**src/life_pkg.sv**
```systemverilog
// life engine package
// board geometry, row and tally types, and the row beat passed between stages

`default_nettype none

package life_pkg;

	////////////////////
	// board geometry
	////////////////////

	localparam int ROW_WIDTH     = 32;                  // cells per row
	localparam int BOARD_ROWS    = 16;                  // rows per board
	localparam int ROW_ADDR_BITS = $clog2(BOARD_ROWS);  // row index width, 4

	////////////////////
	// cell types
	////////////////////

	// one full board row, bit 0 is column 0
	typedef logic [ROW_WIDTH-1:0] row_t;

	// row index into a bank
	typedef logic [ROW_ADDR_BITS-1:0] row_addr_t;

	// vertical three cell count, 0..3
	typedef logic [1:0] tally3_t;

	// nine cell count incl. the centre, 0..9
	typedef logic [3:0] tally9_t;

	////////////////////
	// row stream
	////////////////////

	// one row on the pass stream, store -> stages -> write-back
	typedef struct packed {
		logic valid;  // beat carries a row
		logic first;  // first beat of a pass
		row_t cells;  // row payload
	} row_beat_t;

endpackage : life_pkg

`default_nettype wire

```
**src/life_row_store.sv**
```systemverilog
// life row store
// two row banks, host access to the front bank, pass reads and back bank write-back

`timescale 1ns/100ps
`default_nettype none

module life_row_store import life_pkg::*; (
	input  logic      clk,
	input  logic      rst,
	// host port, front bank
	input  logic      wr_en,
	input  row_addr_t wr_row,
	input  row_t      wr_data,
	input  logic      rd_en,
	input  row_addr_t rd_row,
	output logic      rd_valid,
	output row_t      rd_data,
	// pass read, front bank
	input  logic      pass_rd,
	input  row_addr_t pass_row,
	input  logic      pass_first,
	output row_beat_t pass_beat,
	// pass write-back, back bank
	input  logic      wb_en,
	input  row_addr_t wb_row,
	input  row_t      wb_data,
	input  logic      swap
);

	row_t bank0 [BOARD_ROWS];
	row_t bank1 [BOARD_ROWS];
	logic front;         // 0: bank0 is front

	logic      mem_we;   // merged write port
	logic      mem_sel;  // bank being written
	row_addr_t mem_addr;
	row_t      mem_data;

	logic rd_hit_q;      // host read, first stage
	row_t rd_q;
	logic pass_valid_q;
	logic pass_first_q;
	row_t pass_cells_q;

	////////////////////
	// write port
	////////////////////

	// host and write-back never overlap, host is held off while busy
	assign mem_we   = wr_en | wb_en;
	assign mem_sel  = wr_en ? front : ~front;  // host -> front, pass -> back
	assign mem_addr = wr_en ? wr_row : wb_row;
	assign mem_data = wr_en ? wr_data : wb_data;

	always_ff @(posedge clk) begin
		if (mem_we) begin
			if (mem_sel) bank1[mem_addr] <= mem_data;
			else         bank0[mem_addr] <= mem_data;
		end
	end

	// bank swap at end of pass, same edge as the last write-back
	always_ff @(posedge clk) begin
		if (rst)       front <= 1'b0;
		else if (swap) front <= ~front;
	end

	////////////////////
	// read ports
	////////////////////

	always_ff @(posedge clk) begin
		if (rst) begin
			rd_hit_q     <= 1'b0;
			rd_valid     <= 1'b0;
			pass_valid_q <= 1'b0;
			pass_first_q <= 1'b0;
		end else begin
			rd_hit_q     <= rd_en;
			rd_valid     <= rd_hit_q;            // 2 cycles after rd_en
			pass_valid_q <= pass_rd;
			pass_first_q <= pass_rd & pass_first;
		end
	end

	// payload regs, no reset
	always_ff @(posedge clk) begin
		if (rd_en)    rd_q         <= front ? bank1[rd_row] : bank0[rd_row];
		if (rd_hit_q) rd_data      <= rd_q;  // output register
		if (pass_rd)  pass_cells_q <= front ? bank1[pass_row] : bank0[pass_row];
	end

	assign pass_beat = '{valid: pass_valid_q, first: pass_first_q, cells: pass_cells_q};

endmodule : life_row_store

`default_nettype wire

```
**src/life_pass_sequencer.sv**
```systemverilog
// life pass sequencer
// accepts a step, streams the wrapped read addresses and counts the write-back rows

`timescale 1ns/100ps
`default_nettype none

module life_pass_sequencer import life_pkg::*; #(
	parameter int GENS = 2               // generation stages in the pipe
) (
	input  logic      clk,
	input  logic      rst,
	// host command
	input  logic      step,
	output logic      busy,
	// read stream to the store
	output logic      pass_rd,
	output row_addr_t pass_row,
	output logic      pass_first,
	// results from the last stage
	input  row_beat_t result,
	output logic      wb_en,
	output row_addr_t wb_row,
	output logic      swap
);

	// GENS halo rows above and below the board
	localparam int SPAN     = BOARD_ROWS + 2*GENS;
	localparam int CNT_BITS = $clog2(SPAN);

	logic                rd_active;  // read stream running
	logic [CNT_BITS-1:0] rd_cnt;     // reads issued this pass
	row_addr_t           wb_cnt;     // next write-back row
	logic                last_wb;

	////////////////////
	// command and reads
	////////////////////

	always_ff @(posedge clk) begin
		if (rst) begin
			busy      <= 1'b0;
			rd_active <= 1'b0;
			rd_cnt    <= '0;
		end else if (step && !busy) begin  // step only taken when idle
			busy      <= 1'b1;
			rd_active <= 1'b1;
			rd_cnt    <= '0;
		end else begin
			if (rd_active) begin
				if (rd_cnt == CNT_BITS'(SPAN-1))
					rd_active <= 1'b0;         // last halo row issued
				rd_cnt <= rd_cnt + 1'b1;
			end
			if (last_wb)
				busy <= 1'b0;                  // falls with the swap
		end
	end

	assign pass_rd    = rd_active;
	assign pass_first = rd_active && (rd_cnt == '0);

	// row = cnt - GENS mod BOARD_ROWS
	// BOARD_ROWS is a power of two so truncation does the wrap
	assign pass_row = row_addr_t'(rd_cnt - GENS);

	////////////////////
	// write-back
	////////////////////

	// counter restarts on the first result of a pass
	assign wb_en   = result.valid;
	assign wb_row  = result.first ? '0 : wb_cnt;
	assign last_wb = result.valid && (wb_row == row_addr_t'(BOARD_ROWS-1));
	assign swap    = last_wb;

	always_ff @(posedge clk) begin
		if (rst)
			wb_cnt <= '0;
		else if (result.valid)
			wb_cnt <= wb_row + 1'b1;   // wraps to 0 after the last row
	end

endmodule : life_pass_sequencer

`default_nettype wire

```
**src/life_gen_stage.sv**
```systemverilog
// life generation stage
// three row window, column tallies, wrapped horizontal sum and the life rule

`timescale 1ns/100ps
`default_nettype none

module life_gen_stage import life_pkg::*; (
	input  logic      clk,
	input  logic      rst,
	input  row_beat_t in_beat,
	output row_beat_t out_beat
);

	row_t       prev1;      // row before the incoming one
	row_t       prev2;      // two rows back
	logic [1:0] seen;       // rows since first, saturates at 3
	logic       win_full;   // incoming beat completes a window
	logic       win_first;  // ... and it is the first window

	tally3_t [ROW_WIDTH-1:0] tally3;
	tally3_t [ROW_WIDTH-1:0] tally3_q;
	row_t                    mid_q;       // centre row of the window
	logic                    tally_valid;
	logic                    tally_first;

	tally9_t [ROW_WIDTH-1:0] tally9;
	row_t                    next_row;
	logic                    out_valid_q;
	logic                    out_first_q;
	row_t                    out_cells_q;

	////////////////////
	// row window
	////////////////////

	assign win_full  = in_beat.valid && !in_beat.first && (seen >= 2'd2);
	assign win_first = (seen == 2'd2);

	always_ff @(posedge clk) begin
		if (rst)
			seen <= 2'd0;
		else if (in_beat.valid) begin
			if (in_beat.first)      seen <= 2'd1;  // window restarts
			else if (seen != 2'd3)  seen <= seen + 2'd1;
		end
	end

	always_ff @(posedge clk) begin
		if (in_beat.valid) begin
			prev2 <= prev1;
			prev1 <= in_beat.cells;
		end
	end

	////////////////////
	// vertical tallies
	////////////////////

	always_comb begin
		for (int c = 0; c < ROW_WIDTH; c++)
			tally3[c] = {1'b0, in_beat.cells[c]} + {1'b0, prev1[c]} + {1'b0, prev2[c]};
	end

	always_ff @(posedge clk) begin
		if (rst) begin
			tally_valid <= 1'b0;
			tally_first <= 1'b0;
		end else begin
			tally_valid <= win_full;
			tally_first <= win_full & win_first;
		end
	end

	always_ff @(posedge clk) begin
		if (win_full) begin
			tally3_q <= tally3;
			mid_q    <= prev1;  // centre row of this window
		end
	end

	////////////////////
	// sum and rule
	////////////////////

	always_comb begin
		for (int c = 0; c < ROW_WIDTH; c++) begin
			tally9[c] = {2'b00, tally3_q[(c == 0) ? ROW_WIDTH-1 : c-1]}  // left, wraps
				+ {2'b00, tally3_q[c]}
				+ {2'b00, tally3_q[(c == ROW_WIDTH-1) ? 0 : c+1]};        // right, wraps
			// sum includes the centre: 3 -> born or kept, 4 -> kept if alive
			next_row[c] = (tally9[c] == 4'd3) || ((tally9[c] == 4'd4) && mid_q[c]);
		end
	end

	always_ff @(posedge clk) begin
		if (rst) begin
			out_valid_q <= 1'b0;
			out_first_q <= 1'b0;
		end else begin
			out_valid_q <= tally_valid;
			out_first_q <= tally_first;
		end
	end

	always_ff @(posedge clk) begin
		if (tally_valid) out_cells_q <= next_row;
	end

	assign out_beat = '{valid: out_valid_q, first: out_first_q, cells: out_cells_q};

endmodule : life_gen_stage

`default_nettype wire

```
**src/life_engine.sv**
```systemverilog
// toroidal life engine top
// row store, pass sequencer and a chain of GENS generation stages

`timescale 1ns/100ps
`default_nettype none

module life_engine import life_pkg::*; #(
	parameter int GENS = 2           // generations per step
) (
	input  logic      clk,
	input  logic      rst,
	// host row access
	input  logic      wr_en,
	input  row_addr_t wr_row,
	input  row_t      wr_data,
	input  logic      rd_en,
	input  row_addr_t rd_row,
	output logic      rd_valid,
	output row_t      rd_data,
	// step control
	input  logic      step,
	output logic      busy
);

	logic      pass_rd;
	row_addr_t pass_row;
	logic      pass_first;
	logic      wb_en;
	row_addr_t wb_row;
	logic      swap;

	// beat chain, [0] from the store, [GENS] back to write-back
	row_beat_t stage_beat [GENS+1];

	life_row_store u_store (
		.clk        (clk),
		.rst        (rst),
		.wr_en      (wr_en && !busy),  // host held off during a pass
		.wr_row     (wr_row),
		.wr_data    (wr_data),
		.rd_en      (rd_en && !busy),
		.rd_row     (rd_row),
		.rd_valid   (rd_valid),
		.rd_data    (rd_data),
		.pass_rd    (pass_rd),
		.pass_row   (pass_row),
		.pass_first (pass_first),
		.pass_beat  (stage_beat[0]),
		.wb_en      (wb_en),
		.wb_row     (wb_row),
		.wb_data    (stage_beat[GENS].cells),
		.swap       (swap)
	);

	life_pass_sequencer #(.GENS(GENS)) u_seq (
		.clk        (clk),
		.rst        (rst),
		.step       (step),
		.busy       (busy),
		.pass_rd    (pass_rd),
		.pass_row   (pass_row),
		.pass_first (pass_first),
		.result     (stage_beat[GENS]),
		.wb_en      (wb_en),
		.wb_row     (wb_row),
		.swap       (swap)
	);

	// one generation per stage, each trims one halo row top and bottom
	for (genvar g = 0; g < GENS; g++) begin : g_stage
		life_gen_stage u_stage (
			.clk      (clk),
			.rst      (rst),
			.in_beat  (stage_beat[g]),
			.out_beat (stage_beat[g+1])
		);
	end

endmodule : life_engine

`default_nettype wire

```
**config.mk**
```make
export PLATFORM = sky130hd
export DESIGN_NAME = life_engine
export DESIGN_NICKNAME = d
export VERILOG_FILES = /design/src/life_pkg.sv /design/src/life_row_store.sv /design/src/life_pass_sequencer.sv /design/src/life_gen_stage.sv /design/src/life_engine.sv
export SDC_FILE = /design/constraint.sdc
export NUM_CORES = 2
export LEC_CHECK = 0
export BUFFER_PORTS_ARGS = -buffer_cell sky130_fd_sc_hd__buf_2
export CAP_MARGIN = 10
export CORE_ASPECT_RATIO = 1.2
export CORE_MARGIN = 2
export CORE_UTILIZATION = 65
export CTS_CLUSTER_DIAMETER = 50
export DETAILED_ROUTE_END_ITERATION = 6
export GPL_TIMING_DRIVEN = 1
export PLACE_DENSITY = 0.82
export SETUP_SLACK_MARGIN = 0.15
export SLEW_MARGIN = 15
export SYNTH_ARGS = -nofsm -noshare
export SYNTH_HDL_FRONTEND = slang
export SYNTH_HIERARCHICAL = 1
export SYNTH_SLANG_ARGS = --single-unit
```
**constraint.sdc**
```tcl
create_clock -name clk -period 13.7 [get_ports clk]
set_input_delay 0.685 -clock clk [delete_from_list [all_inputs] [get_ports clk]]
set_output_delay 0.685 -clock clk [all_outputs]
set_load 0.05 [all_outputs]
```
==> impl_metrics.tcl <==
set metrics [dict create \
    drtIter0Drc 5268 \
    startpoint_type "flip-flop" \
    row_count 134 \
    antenna_left 0 \
    async_reset_ff_share_pct 0 \
    hp-start "rst" \
    gp_congestion 0.825 \
    avgViaCountPerCell 6.66 \
    synth_seq_area_share_pct 62.9 \
    worst_pin_slew_ps 1250 \
    ys_seq_elements 1532 \
    clock_latency_ps 770 \
    synth_flop_cell "edfxtp_1" \
    slew_violations 0 \
    power.leakage_nw 31.6 \
    setup.worst_path.end_class "flip-flop" \
    syn-num-nets 5261 \
    cts_root_buf "clkbuf_16" \
    numClockSinks 1532 \
    violations "DRC" \
    synth_edf_count 1504 \
    pin_count 79 \
    core-area_mm2 0.111 \
    cts_hold_buf 0 \
    area_growth_pct 8.83 \
    synth_cell_type_count 51 \
    postCtsSetupRepairBufs 0 \
    r2r-end "u_store/pass_cells_q[19]$_DFFE_PP_" \
    initial_core_util_pct 65.4 \
    worstPathMaxFanout 95 \
    dieArea_mm2 0.115 \
    detailroute.via_count 43500 \
    hp-class "input pin to flip-flop" \
    first_pass_iters 7 \
    path_common_cell "buf_4" \
    rrSetupSlack_ps 8740 \
    rsz0062_at_grt "false" \
    synthCells 4887 \
    hold_depth 2 \
    cts_buffer_depth 3 \
    fin_cells 6530 \
    synth_top_cell_area_share_pct 62.1 \
    min_to "u_store/front$_SDFFE_PP0P_" \
    ys_warn_count 6 \
    crit_chain "inv_8 -> buf_4 -> buf_4 -> buf_4 -> mux2i_1 -> a22o_1 -> nor3_1 -> a31oi_1 -> nand3_1" \
    slew_headroom_pct 16.8 \
    cts_resized 0 \
    io_buffers 78 \
    grt_pass1_vias 44300 \
    cts_tree "yes" \
    crit_type "flip-flop to flip-flop" \
    status "finished, violations left" \
    clkTransAtPathRegs_ps 60 \
    grt_max_degree 140 \
    dp_hpwl_mm 101 \
    slowest_delay_ps 950 \
    fmax_mhz 202 \
    timing.final.crit_share_pct 36.2 \
    synthTopCellsByArea "edfxtp_1 (62%), mux2i_1 (14%), fa_1 (5.3%)" \
    grt_pass1_wl_mm 269 \
    antennaDiodeCount 0 \
    finalSetupTns_ps 0 \
    die_w_um 309 \
    crit_required_ps 14210 \
    final-setup-viol-count 0 \
    cap_violations 0 \
    r2r-start "u_seq/rd_cnt[1]$_SDFFE_PP0P_" \
    post_drt_wl_per_cell_um 27.9 \
    period_needed_ps 4960 \
    die_h_um 370 \
    finish.net_count 5298 \
    grt.total_usage_pct 32.1 \
    yosysTopAreaCell "edfxtp_1" \
    h-tree-depth 4 \
    antenna_found_initial 5 \
    powerDensity_mw_per_mm2 124 \
    finClkSkew_ps 25.8 \
    r2r_cells 9 \
    grt-ovfl-total 0 \
    cpMaxStageDelayCell "buf_4" \
    irDropWorstVdd_mv 0.113 \
    avgSynthCellArea_um2 14.9 \
    place_inst 6271 \
    arrival_ps 5470 \
    drive_gt1_share_pct 9.16 \
    synth_area_mm2 0.0727 \
    numCtsBuffers 147 \
    hold_violations 0 \
    routed_wl_mm 182 \
    drc 2 \
]
## logic make-up after synthesis
kind of cell / share of synthesized area [%]
mux: 14.6
xor+xnor: 0.0723
buf+inv: 3.98
fa+ha+maj: 7.64
simple gates: 4.79
flops: 62.9
compound gates: 6.00
## synthesized netlist by cell type (all sizes together) (2+ instances only)
cell type / number
nand4b: 44
ha: 137
a22o: 129
or2: 2
nor3: 69
o21ai: 49
nor2: 52
clkbuf: 87
buf: 180
o22ai: 7
a22oi: 192
a31oi: 66
nor2b: 16
edfxtp: 1504
fa: 192
nor3b: 2
nand3b: 28
inv: 331
nand2b: 11
and2: 3
xor2: 3
dfxtp: 28
a21boi: 2
nand3: 218
mux2: 32
nand2: 261
xnor2: 3
o21ba: 2
a21oi: 198
mux2i: 1027
## stage by stage
step	hold WS, ps	setup slack (ps)	power [mW]	util (%)	area [um^2]
3_5_place_dp	411	8630	5.81	66.9	74300
6_report	347	8740	9.80	71.2	79100
2_1_floorplan	400	8180	5.64	-	72700
3_3_place_gp	403	8670	5.79	66.9	74300
5_1_grt	346	8630	10.0	71.2	79100
4_1_cts	296	8810	9.83	71.2	79100
## report_power, final
part	internal, mW	switching, mW	leakage (nW)	total, mW
combinational	0.149	0.333	15.4	0.482
sequential	5.20	0.0396	13.8	5.24
clock	2.37	1.71	2.32	4.08
## metal layers
metal / GRT usage, % / routed length [um] / vias to the layer above
met2: 54.4 / 90600 / 2568
li1: - / - / 18600
met1: 40.0 / 64600 / 21700
met3: 5.17 / 17200 / 665
met5: 0 / 0 / -
met4: 16.4 / 9990 / 0
## sequential cells by signal (all words and copies together) (netlist names), 2 cells and up
register and cells:
g_stage.u_stage/mid_q 64, g_stage.u_stage/out_cells_q 64, g_stage.u_stage/out_first_q 2, g_stage.u_stage/out_valid_q 2
g_stage.u_stage/prev1 64, g_stage.u_stage/prev2 64, g_stage.u_stage/seen 4, g_stage.u_stage/tally3_q 128
g_stage.u_stage/tally_first 2, g_stage.u_stage/tally_valid 2, u_seq/rd_cnt 5, u_seq/wb_cnt 4
u_store/bank0 512, u_store/bank1 512, u_store/pass_cells_q 32, u_store/rd_data 32
u_store/rd_q 32
## critical path, delay by kind of cell (launching register included)
kind | cells | cell delay (ps)
buffers and inverters | 4 | 3210
AO/OA/AOI/OAI | 2 | 420
flip-flops | 1 | 390
multiplexers | 1 | 310
AND/OR/NAND/NOR | 2 | 150
## layout make-up
cell class / count / area [um^2]
inverter: 331 / 1250
sequential: 1532 / 45700
tap: 1496 / 1870
clock inverter: 75 / 818
multi-input combinational: 2757 / 24400
clock buffer: 184 / 3990
timing repair buffer: 155 / 1030
fill: 6809 / 32000
## worst max-delay path by stage
stage | start | to | slack (ps)
after CTS | u_seq/rd_cnt[1]$_SDFFE_PP0P_ | u_store/pass_cells_q[19]$_DFFE_PP_ | 8810
after detailed placement | rd_row[1] | u_store/rd_q[1]$_DFFE_PP_ | 8630
final | u_seq/rd_cnt[1]$_SDFFE_PP0P_ | u_store/pass_cells_q[19]$_DFFE_PP_ | 8740
after global routing | u_seq/rd_cnt[1]$_SDFFE_PP0P_ | u_store/pass_cells_q[19]$_DFFE_PP_ | 8630
after global placement | rd_row[1] | u_store/rd_q[1]$_DFFE_PP_ | 8670
after floorplan | u_store/pass_valid_q$_SDFF_PP0_ | g_stage[0].u_stage/mid_q[0]$_DFFE_PP_ | 8180
## layout by cell type, fill, tap and decap left out, types with 44 or more instances in the layout
cell	count
inv_1	329
clkbuf_16	155
o21ai_0	46
buf_4	73
a22o_1	129
a21oi_1	197
fa_1	192
nand2_1	259
mux2i_1	1027
ha_1	137
nor3_1	67
a31oi_1	65
edfxtp_1	1504
buf_2	77
nand4b_1	44
nand3_1	218
a22oi_1	192
Power figures use the tool's default switching activity.
